`config.mk`:
```
export PLATFORM = sky130hd
export DESIGN_NAME = cpu_core
export DESIGN_NICKNAME = d
export VERILOG_FILES = /design/src/cpu_pkg.sv /design/src/fetch_stage.sv /design/src/decode_stage.sv /design/src/reg_file.sv /design/src/execute_stage.sv /design/src/result_stage.sv /design/src/cpu_core.sv
export SDC_FILE = /design/constraint.sdc
export NUM_CORES = 2
export LEC_CHECK = 0
export BUFFER_PORTS_ARGS = -buffer_cell sky130_fd_sc_hd__clkbuf_2
export CAP_MARGIN = 20
export CORE_MARGIN = 5
export CORE_UTILIZATION = 56
export DETAILED_ROUTE_END_ITERATION = 7
export GPL_TIMING_DRIVEN = 0
export PLACE_DENSITY = 0.75
export SETUP_SLACK_MARGIN = 0.1
export SLEW_MARGIN = 20
export SYNTH_ARGS = -nofsm -noshare
export SYNTH_HDL_FRONTEND = slang
export SYNTH_SLANG_ARGS = --single-unit
```
`constraint.sdc`:
```
create_clock -name clk -period 4.85 [get_ports clk]
set_input_delay 0.97 -clock clk [delete_from_list [all_inputs] [get_ports clk]]
set_output_delay 0.97 -clock clk [all_outputs]
set_load 0.1 [all_outputs]
```
`src/cpu_pkg.sv`:
```
// Core package: word sizes, opcode enum, instruction fields, pipeline structs
`default_nettype none

package cpu_pkg;

    localparam int WORD_W     = 32;              // Data and address width
    localparam int REG_ADDR_W = 5;               // 32 registers
    localparam int OPC_W      = 6;               // Opcode field width
    localparam int IMM_W      = 16;              // Immediate field width

    // Instruction field positions, LSB of each field
    localparam int OPC_LSB = 26;                 // Opcode, bits 31-26
    localparam int RD_LSB  = 21;                 // Destination, bits 25-21
    localparam int RS1_LSB = 16;                 // Source 1, bits 20-16
    localparam int RS2_LSB = 11;                 // Source 2, bits 15-11
    localparam int IMM_LSB = 0;                  // Immediate, bits 15-0

    typedef logic [WORD_W-1:0]     word_t;
    typedef logic [REG_ADDR_W-1:0] reg_addr_t;

    typedef enum logic [OPC_W-1:0] {
        OP_NOP  = 6'd0,
        OP_ADD  = 6'd1,
        OP_SUB  = 6'd2,
        OP_AND  = 6'd3,
        OP_OR   = 6'd4,
        OP_XOR  = 6'd5,
        OP_ADDI = 6'd6,                          // rd = rs1 + sext(imm)
        OP_LUI  = 6'd7,                          // rd = imm << 16
        OP_BEQ  = 6'd8,
        OP_BNE  = 6'd9
    } opcode_e;

    localparam word_t INSN_NOP = '0;             // All-zero word decodes as NOP

    typedef struct packed {
        logic  valid;
        word_t pc;
        word_t insn;
    } fetch_t;

    typedef struct packed {
        logic      valid;
        word_t     pc;
        opcode_e   op;
        reg_addr_t rd;
        reg_addr_t rs1;
        reg_addr_t rs2;
        logic      we;                           // Writes rd
        word_t     a;                            // rs1 value at decode
        word_t     b;                            // rs2 value at decode
        word_t     imm;                          // Already extended
    } decoded_t;

    typedef struct packed {
        logic      valid;
        word_t     pc;
        opcode_e   op;
        logic      we;
        reg_addr_t rd;
        word_t     data;                         // ALU result
    } retire_t;

endpackage

`default_nettype wire

```
`src/fetch_stage.sv`:
```
// Fetch stage: program counter, instruction fetch register, branch redirect
`default_nettype none

module fetch_stage #(
    parameter cpu_pkg::word_t RESET_PC = '0       // First fetch address
) (
    input  wire logic           clk,
    input  wire logic           arst_n,
    input  wire logic           stall,            // Freeze pc and fetch_q
    input  wire logic           br_taken,         // Redirect from execute
    input  wire cpu_pkg::word_t br_addr,          // Branch target
    input  wire cpu_pkg::word_t imem_data,        // Same-cycle instruction
    output cpu_pkg::word_t      imem_addr,
    output cpu_pkg::fetch_t     fetch_q
);

    cpu_pkg::word_t pc;
    cpu_pkg::word_t pc_plus4;

    assign pc_plus4  = pc + cpu_pkg::WORD_W'(4);
    assign imem_addr = pc;                        // Memory answers combinationally

    always_ff @(posedge clk or negedge arst_n) begin
        if (!arst_n) begin
            pc      <= RESET_PC;
            fetch_q <= '0;                        // No valid instruction yet
        end else if (!stall) begin
            if (br_taken) begin
                pc            <= br_addr;         // Restart at target
                fetch_q.valid <= 1'b0;            // Squash wrong-path fetch
                fetch_q.pc    <= pc;
                fetch_q.insn  <= cpu_pkg::INSN_NOP;
            end else begin
                pc            <= pc_plus4;
                fetch_q.valid <= 1'b1;
                fetch_q.pc    <= pc;
                fetch_q.insn  <= imem_data;
            end
        end
        // Stall holds everything
    end

endmodule

`default_nettype wire

```
`src/decode_stage.sv`:
```
// Decode stage: opcode map, immediate extension, register read, decode register
`default_nettype none

module decode_stage (
    input  wire logic              clk,
    input  wire logic              arst_n,
    input  wire logic              stall,            // Hold dec_q
    input  wire logic              br_taken,         // Flush dec_q
    input  wire cpu_pkg::fetch_t   fetch_q,
    output cpu_pkg::reg_addr_t     raddr1,
    output cpu_pkg::reg_addr_t     raddr2,
    input  wire cpu_pkg::word_t    rdata1,           // Write-through already applied
    input  wire cpu_pkg::word_t    rdata2,
    output cpu_pkg::decoded_t      dec_q
);

    cpu_pkg::word_t              insn;
    logic [cpu_pkg::IMM_W-1:0]   imm16;
    cpu_pkg::opcode_e            op_raw;
    logic                        is_alu;
    cpu_pkg::decoded_t           dec_d;

    assign insn   = fetch_q.insn;
    assign imm16  = insn[cpu_pkg::IMM_LSB +: cpu_pkg::IMM_W];
    assign op_raw = cpu_pkg::opcode_e'(insn[cpu_pkg::OPC_LSB +: cpu_pkg::OPC_W]);
    assign raddr1 = insn[cpu_pkg::RS1_LSB +: cpu_pkg::REG_ADDR_W];
    assign raddr2 = insn[cpu_pkg::RS2_LSB +: cpu_pkg::REG_ADDR_W];

    always_comb begin
        dec_d       = '0;
        dec_d.valid = fetch_q.valid;
        dec_d.pc    = fetch_q.pc;
        dec_d.rd    = insn[cpu_pkg::RD_LSB +: cpu_pkg::REG_ADDR_W];
        dec_d.rs1   = raddr1;
        dec_d.rs2   = raddr2;
        dec_d.a     = rdata1;
        dec_d.b     = rdata2;

        case (op_raw)                                 // Undefined opcodes run as NOP
            cpu_pkg::OP_ADD, cpu_pkg::OP_SUB, cpu_pkg::OP_AND,
            cpu_pkg::OP_OR, cpu_pkg::OP_XOR, cpu_pkg::OP_ADDI,
            cpu_pkg::OP_LUI, cpu_pkg::OP_BEQ, cpu_pkg::OP_BNE: dec_d.op = op_raw;
            default:                                           dec_d.op = cpu_pkg::OP_NOP;
        endcase

        case (dec_d.op)
            cpu_pkg::OP_AND, cpu_pkg::OP_OR, cpu_pkg::OP_XOR:
                dec_d.imm = {{(cpu_pkg::WORD_W-cpu_pkg::IMM_W){1'b0}}, imm16};   // Zero ext
            cpu_pkg::OP_LUI:
                dec_d.imm = {imm16, {(cpu_pkg::WORD_W-cpu_pkg::IMM_W){1'b0}}};   // Upper half
            default:
                dec_d.imm = {{(cpu_pkg::WORD_W-cpu_pkg::IMM_W){imm16[cpu_pkg::IMM_W-1]}},
                             imm16};                  // Sign ext, branches too
        endcase

        case (dec_d.op)
            cpu_pkg::OP_ADD, cpu_pkg::OP_SUB, cpu_pkg::OP_AND,
            cpu_pkg::OP_OR, cpu_pkg::OP_XOR, cpu_pkg::OP_ADDI,
            cpu_pkg::OP_LUI: is_alu = 1'b1;
            default:         is_alu = 1'b0;
        endcase

        dec_d.we = is_alu && (dec_d.rd != '0);        // r0 writes dropped here
    end

    always_ff @(posedge clk or negedge arst_n) begin
        if (!arst_n) begin
            dec_q <= '0;
        end else if (!stall) begin
            if (br_taken) begin
                dec_q <= '0;                          // Bubble behind taken branch
            end else begin
                dec_q <= dec_d;
            end
        end
    end

endmodule

`default_nettype wire

```
`src/reg_file.sv`:
```
// Register file: 32 x 32, r0 reads zero, two read ports with write-through
`default_nettype none

module reg_file (
    input  wire logic               clk,
    input  wire logic               arst_n,
    input  wire cpu_pkg::reg_addr_t raddr1,
    input  wire cpu_pkg::reg_addr_t raddr2,
    output cpu_pkg::word_t          rdata1,
    output cpu_pkg::word_t          rdata2,
    input  wire logic               we,
    input  wire cpu_pkg::reg_addr_t waddr,
    input  wire cpu_pkg::word_t     wdata
);

    cpu_pkg::word_t regs [1:31];                  // r0 not stored
    logic           wr_en;

    assign wr_en = we && (waddr != '0);

    always_ff @(posedge clk or negedge arst_n) begin
        if (!arst_n) begin
            for (int i = 1; i < 32; i++) begin
                regs[i] <= '0;                    // Known start state
            end
        end else if (wr_en) begin
            regs[waddr] <= wdata;
        end
    end

    // Same-cycle write bypasses the array
    assign rdata1 = (raddr1 == '0) ? '0 : (wr_en && waddr == raddr1) ? wdata : regs[raddr1];
    assign rdata2 = (raddr2 == '0) ? '0 : (wr_en && waddr == raddr2) ? wdata : regs[raddr2];

endmodule

`default_nettype wire

```
`src/execute_stage.sv`:
```
// Execute stage: operand forwarding, ALU, branch compare and target
`default_nettype none

module execute_stage (
    input  wire cpu_pkg::decoded_t dec_q,
    input  wire cpu_pkg::retire_t  fwd,           // Retire register
    output cpu_pkg::retire_t       ex_out,
    output logic                   br_taken,
    output cpu_pkg::word_t         br_addr
);

    cpu_pkg::word_t op_a;
    cpu_pkg::word_t op_b;
    cpu_pkg::word_t alu_res;
    logic           fwd_a;
    logic           fwd_b;
    logic           ops_eq;

    // Retire payload survives a stall bubble, so we alone qualifies forwarding
    assign fwd_a = fwd.we && (fwd.rd == dec_q.rs1);
    assign fwd_b = fwd.we && (fwd.rd == dec_q.rs2);
    assign op_a  = fwd_a ? fwd.data : dec_q.a;
    assign op_b  = fwd_b ? fwd.data : dec_q.b;

    always_comb begin
        case (dec_q.op)
            cpu_pkg::OP_ADD:  alu_res = op_a + op_b;
            cpu_pkg::OP_SUB:  alu_res = op_a - op_b;
            cpu_pkg::OP_AND:  alu_res = op_a & op_b;
            cpu_pkg::OP_OR:   alu_res = op_a | op_b;
            cpu_pkg::OP_XOR:  alu_res = op_a ^ op_b;
            cpu_pkg::OP_ADDI: alu_res = op_a + dec_q.imm;
            cpu_pkg::OP_LUI:  alu_res = dec_q.imm;       // Shifted in decode
            default:          alu_res = '0;              // NOP and branches
        endcase
    end

    assign ops_eq = (op_a == op_b);

    always_comb begin
        br_taken = 1'b0;
        if (dec_q.valid) begin                    // Bubbles never redirect
            case (dec_q.op)
                cpu_pkg::OP_BEQ: br_taken = ops_eq;
                cpu_pkg::OP_BNE: br_taken = !ops_eq;
                default:         br_taken = 1'b0;
            endcase
        end
    end

    // Word offset relative to the next instruction
    assign br_addr = dec_q.pc + cpu_pkg::WORD_W'(4)
                   + {dec_q.imm[cpu_pkg::WORD_W-3:0], 2'b00};

    always_comb begin
        ex_out       = '0;
        ex_out.valid = dec_q.valid;
        ex_out.pc    = dec_q.pc;
        ex_out.op    = dec_q.op;
        ex_out.we    = dec_q.valid && dec_q.we;   // Bubbles never write
        ex_out.rd    = dec_q.rd;
        ex_out.data  = alu_res;
    end

endmodule

`default_nettype wire

```
`src/result_stage.sv`:
```
// Result stage: retire register, register-file write port, retire report
`default_nettype none

module result_stage (
    input  wire logic               clk,
    input  wire logic               arst_n,
    input  wire logic               stall,        // Load a bubble
    input  wire cpu_pkg::retire_t   ex_out,
    output logic                    we,
    output cpu_pkg::reg_addr_t      waddr,
    output cpu_pkg::word_t          wdata,
    output cpu_pkg::retire_t        ret           // Also the forwarding source
);

    always_ff @(posedge clk or negedge arst_n) begin
        if (!arst_n) begin
            ret <= '0;
        end else if (stall) begin
            // Payload kept for forwarding to the held instruction in execute
            ret.valid <= 1'b0;
        end else begin
            ret <= ex_out;
        end
    end

    assign we    = ret.valid && ret.we;           // One write per retirement
    assign waddr = ret.rd;
    assign wdata = ret.data;

endmodule

`default_nettype wire

```
`src/cpu_core.sv`:
```
// Core top level: fetch, decode, execute and result stages with register file
`default_nettype none

module cpu_core #(
    parameter cpu_pkg::word_t RESET_PC = '0
) (
    input  wire logic           clk,
    input  wire logic           arst_n,
    input  wire logic           stall,            // Global freeze
    output cpu_pkg::word_t      imem_addr,
    input  wire cpu_pkg::word_t imem_data,
    output cpu_pkg::retire_t    ret               // One pulse per instruction
);

    cpu_pkg::fetch_t    fetch_q;
    cpu_pkg::decoded_t  dec_q;
    cpu_pkg::retire_t   ex_out;
    logic               br_taken;
    cpu_pkg::word_t     br_addr;
    cpu_pkg::reg_addr_t raddr1;
    cpu_pkg::reg_addr_t raddr2;
    cpu_pkg::word_t     rdata1;
    cpu_pkg::word_t     rdata2;
    logic               rf_we;
    cpu_pkg::reg_addr_t rf_waddr;
    cpu_pkg::word_t     rf_wdata;

    fetch_stage #(
        .RESET_PC (RESET_PC)
    ) i_fetch (
        .clk, .arst_n, .stall, .br_taken, .br_addr,
        .imem_data, .imem_addr, .fetch_q
    );

    decode_stage i_decode (
        .clk, .arst_n, .stall, .br_taken, .fetch_q,
        .raddr1, .raddr2, .rdata1, .rdata2, .dec_q
    );

    reg_file i_rf (
        .clk, .arst_n, .raddr1, .raddr2, .rdata1, .rdata2,
        .we    (rf_we),
        .waddr (rf_waddr),
        .wdata (rf_wdata)
    );

    execute_stage i_execute (
        .dec_q,
        .fwd      (ret),                          // Forward from retire register
        .ex_out, .br_taken, .br_addr
    );

    result_stage i_result (
        .clk, .arst_n, .stall, .ex_out,
        .we    (rf_we),
        .waddr (rf_waddr),
        .wdata (rf_wdata),
        .ret
    );

endmodule

`default_nettype wire

```
==> results.txt <==
most used cell, CP -> buf_12
Main synth FF type -> dfrtp_1
Setup crit end -> i_fetch.imem_addr[5]$_DFFE_PN0N_
Max Slew Vio Count -> 0
outcome -> finished with violations
area grow syn2layout -> 17.7%
placed insts -> 7648
Remaining DRCs -> 4
clock buffer depth -> 3
CP peak stage delay -> 490 ps
WL per Instance -> 36.0 microns
Cell Int Power -> 0.0207 W
final period utilization -> 1.07
post-place setup slack -> -1980 ps
hpwl dp -> 202 mm
fillers -> 9272
number of max-cap violations -> 0
maximum vdd drop -> 313 uV
initial antenna violation count -> 12
layout cells sized above 1 -> 0.429
clk_skew -> 28.7 ps
FF-to-FF End -> i_fetch.imem_addr[5]$_DFFE_PN0N_
relative slew slack -> 0.128
critical path type -> register to register
GRT Total Usage -> 0.406
fin util -> 0.664
CP startpoint -> i_result.waddr[1]$_DFFE_PN0N_
Sw Ratio -> 0.347
Non-Filler Instances -> 8066
largest net degree at the start of global routing -> 95
failing checks -> design-rule violations, negative setup slack
clock insertion delay at the later pin of the skew report -> 830 ps
Worst setup SP type -> register
post-synthesis cell type count -> 78
fmax -> 194 MHz
Slew @ Worst Pin -> 1310 ps
first-pass GRT wire length -> 411 mm
H-Tree Depth -> 4
Die ar. -> 140000 sq um
share of the synthesized area in the top cell type -> 0.443
final net count -> 6400
xor/xnor share of the synthesized area -> 0.0122
Mapped Area -> 74400 sq um
adder-cell share of the synthesized area -> 0.0313
Worst EP required -> 5600 ps
LEAKAGE -> 39.6 nW
Synth Instances -> 5728
Initial Util -> 0.564
GPL Wtd Cong -> 1.02
type of the worst min-delay path -> input port to async pin
grt total ovfl -> 0
vias -> 57900
CTS tree -> yes
vias in the first global route -> 58600
worst r2r path cells -> 22
CP max-delay cell -> dfrtp_4
Syn Area/Cell -> 13.0 sq um
Final setup viols -> 206
Final min period -> 5170 ps
mux cell area share after synthesis -> 0.360
PD cells -> 362 nW/um^2
Worst EP arrival -> 5920 ps
DRT Pass-1 Iters -> 8
final hold vios -> 0
Final ANT Viol Nets -> 0
power share of the sequential group -> 0.385
initial drt markers -> 7730
critical-path cell list -> buf_8 > xnor2_2 > nand4_1 > buf_6 > nor2_4 > buf_6 > buf_12 > buf_12 > mux2_2 > ha_1 > nor2_4 > buf_12 > nand4b_1 > nor3_1 > and4b_2 > xnor2_2 > or4_4 > buf_4 > buf_12 > bufbuf_16 > a31oi_1 > o22a_1
Die Width -> 374 microns
Clock Sinks -> 1317
switching pwr -> 0.0110 W
root buffer cell -> clkbuf_16
Max FO, Critical Path -> 6
cell taking the most area after synthesis -> dfrtp_1
Synthesized Nets -> 5947
yosys warns -> 0
Rows -> 133
final WL -> 290 mm
simple-gate share of the synthesized area -> 0.0427
compound-cell area share of the yosys netlist -> 0.0765
post-route setup slack -> -317 ps
Setup crit end kind -> register
logic gate share of total power -> 0.248
PortBufs -> 143
CTS clock-pin slew for the worst setup and hold paths -> 70 ps
asr flop ratio synth -> 1.00
core area -> 132000 sq um
synth top area cells -> dfrtp_1 (44%), mux4_2 (17%), mux2_2 (16%)
vias per std cell -> 7.18
post-synthesis sequential area ratio -> 0.443
Post-synth EDFFs -> 0
Synth Register Bits -> 1317
io pins -> 144
die height -> 374 microns
RSZ-0062 raised after global routing -> yes
Clock Power Share -> 0.367
worst reg-to-reg setup slack -> -320 ps
CTS Buf Count -> 144
main combinational cell family by area after synthesis -> multiplexers
Worst R2R Start -> i_result.waddr[1]$_DFFE_PN0N_
cells in the final DEF, fill, tap and decap left out, types with 47 or more instances in the layout:
| master | count |
|---|---|
| mux2i_1 | 142 |
| dfrtp_1 | 1311 |
| ha_1 | 151 |
| inv_1 | 102 |
| xnor2_1 | 59 |
| mux2_2 | 1057 |
| clkbuf_2 | 205 |
| clkbuf_1 | 391 |
| buf_4 | 84 |
| o21ai_0 | 211 |
| o21ai_1 | 48 |
| a22o_1 | 97 |
| nand2_1 | 316 |
| mux4_2 | 576 |
| nor2_1 | 135 |
| buf_2 | 47 |
| clkbuf_16 | 164 |
| a21oi_1 | 278 |
state kept, by name, summed over array words and instances (netlist names):
register	flops
i_decode.dec_q	151
i_fetch.fetch_q	65
i_fetch.imem_addr	32
i_result.ret	40
i_result.waddr	5
i_result.wdata	32
i_rf.regs	992
what timing repair did:
item,CTS,global route
cloned,20,9
setup endpoints to repair,243,237
hold buffers,0,0
buffers inserted,92,29
pin swaps,87,98
gates resized for setup,501,250
synth_stat cells, types with 15 or more instances:
cell / number
dfrtp_1: 1317
mux2_2: 1075
mux4_2: 576
clkbuf_1: 428
nand2_1: 383
a21oi_1: 312
o21ai_0: 295
ha_1: 181
mux2i_1: 170
nor2_1: 158
inv_1: 111
a22o_1: 97
buf_1: 73
xnor2_1: 69
nand3_1: 37
xor2_1: 35
a21o_1: 32
o31ai_1: 28
a222oi_1: 20
buf_2: 20
nor3_1: 20
a31oi_1: 16
nand2b_1: 16
o21bai_1: 16
nor2b_1: 15
o21a_1: 15
area by class of cell:
type / count / area [sq um] / area share
multi-input cells: 3759 / 41200 / 0.471
flip-flops and latches: 1317 / 33000 / 0.377
clock buffers: 213 / 4290 / 0.0490
repair buffers: 314 / 3050 / 0.0349
plain buffers: 534 / 2680 / 0.0306
well taps: 1755 / 2200 / 0.0251
clock inverters: 53 / 661 / 0.00755
inverters: 111 / 419 / 0.00479
diodes: 10 / 25.0 / 0.000286
metrics by stage:
| stage | hold WS, ps | power (W) | TNS, ps | instance area (sq um) |
|---|---|---|---|---|
| after floorplan | 446 | 0.0167 | 0 | 74400 |
| after global placement | 461 | 0.0190 | - | 77300 |
| after detailed placement | 467 | 0.0191 | -396210 | 78000 |
| after CTS | 45.9 | 0.0311 | -11480 | 86100 |
| after global routing | 67.5 | 0.0324 | -49420 | 87500 |
| final | 55.7 | 0.0317 | -34540 | 87500 |
per-layer routing:
layer / track usage / wire, microns
met5: 0.0165 / 311
met4: 0.295 / 27900
met3: 0.162 / 37900
met2: 0.618 / 129000
met1: 0.467 / 95200
critical path, delay by kind of cell (launching register included):
family / cells / cell delay, ps
XOR/XNOR: 2 / 250
multiplexers: 1 / 400
flip-flops: 1 / 490
AND/OR/NAND/NOR: 7 / 1720
buffers and inverters: 9 / 1460
AO/OA/AOI/OAI: 2 / 400
adder cells (fa/ha/maj): 1 / 360
power by group through the flow:
stage | Sequential [W] | Combinational [W] | Clock (W)
after floorplan | 0.0136 | 0.00316 | 0
after global placement | 0.0123 | 0.00673 | 0
after detailed placement | 0.0123 | 0.00686 | 0
after CTS | 0.0121 | 0.00734 | 0.0116
after global routing | 0.0122 | 0.00810 | 0.0121
final | 0.0122 | 0.00785 | 0.0116
worst min path at each step:
stage	from	to	slack [ps]	cells past startpoint
6_report	arst_n	i_fetch.imem_addr[27]$_DFFE_PN0N_	60	1
5_1_grt	arst_n	i_fetch.fetch_q[60]$_DFFE_PN0N_	70	1
4_1_cts	arst_n	i_fetch.fetch_q[62]$_DFFE_PN0N_	50	1
3_5_place_dp	i_fetch.fetch_q[55]$_DFFE_PN0N_	i_fetch.fetch_q[55]$_DFFE_PN0N_	470	2
3_3_place_gp	i_fetch.fetch_q[55]$_DFFE_PN0N_	i_fetch.fetch_q[55]$_DFFE_PN0N_	460	2
2_1_floorplan	i_fetch.fetch_q[55]$_DFFE_PN0N_	i_fetch.fetch_q[55]$_DFFE_PN0N_	450	2
kinds of logic after synthesis:
group / count (synthesis)
xor gates and xnor gates: 104
DFF: 1317
adders and majority gates: 184
buffers and inverters: 652
AOI/OAI and AO/OA: 927
and+or+nand+nor: 723
muxes: 1821
Power figures use the tool's default switching activity.
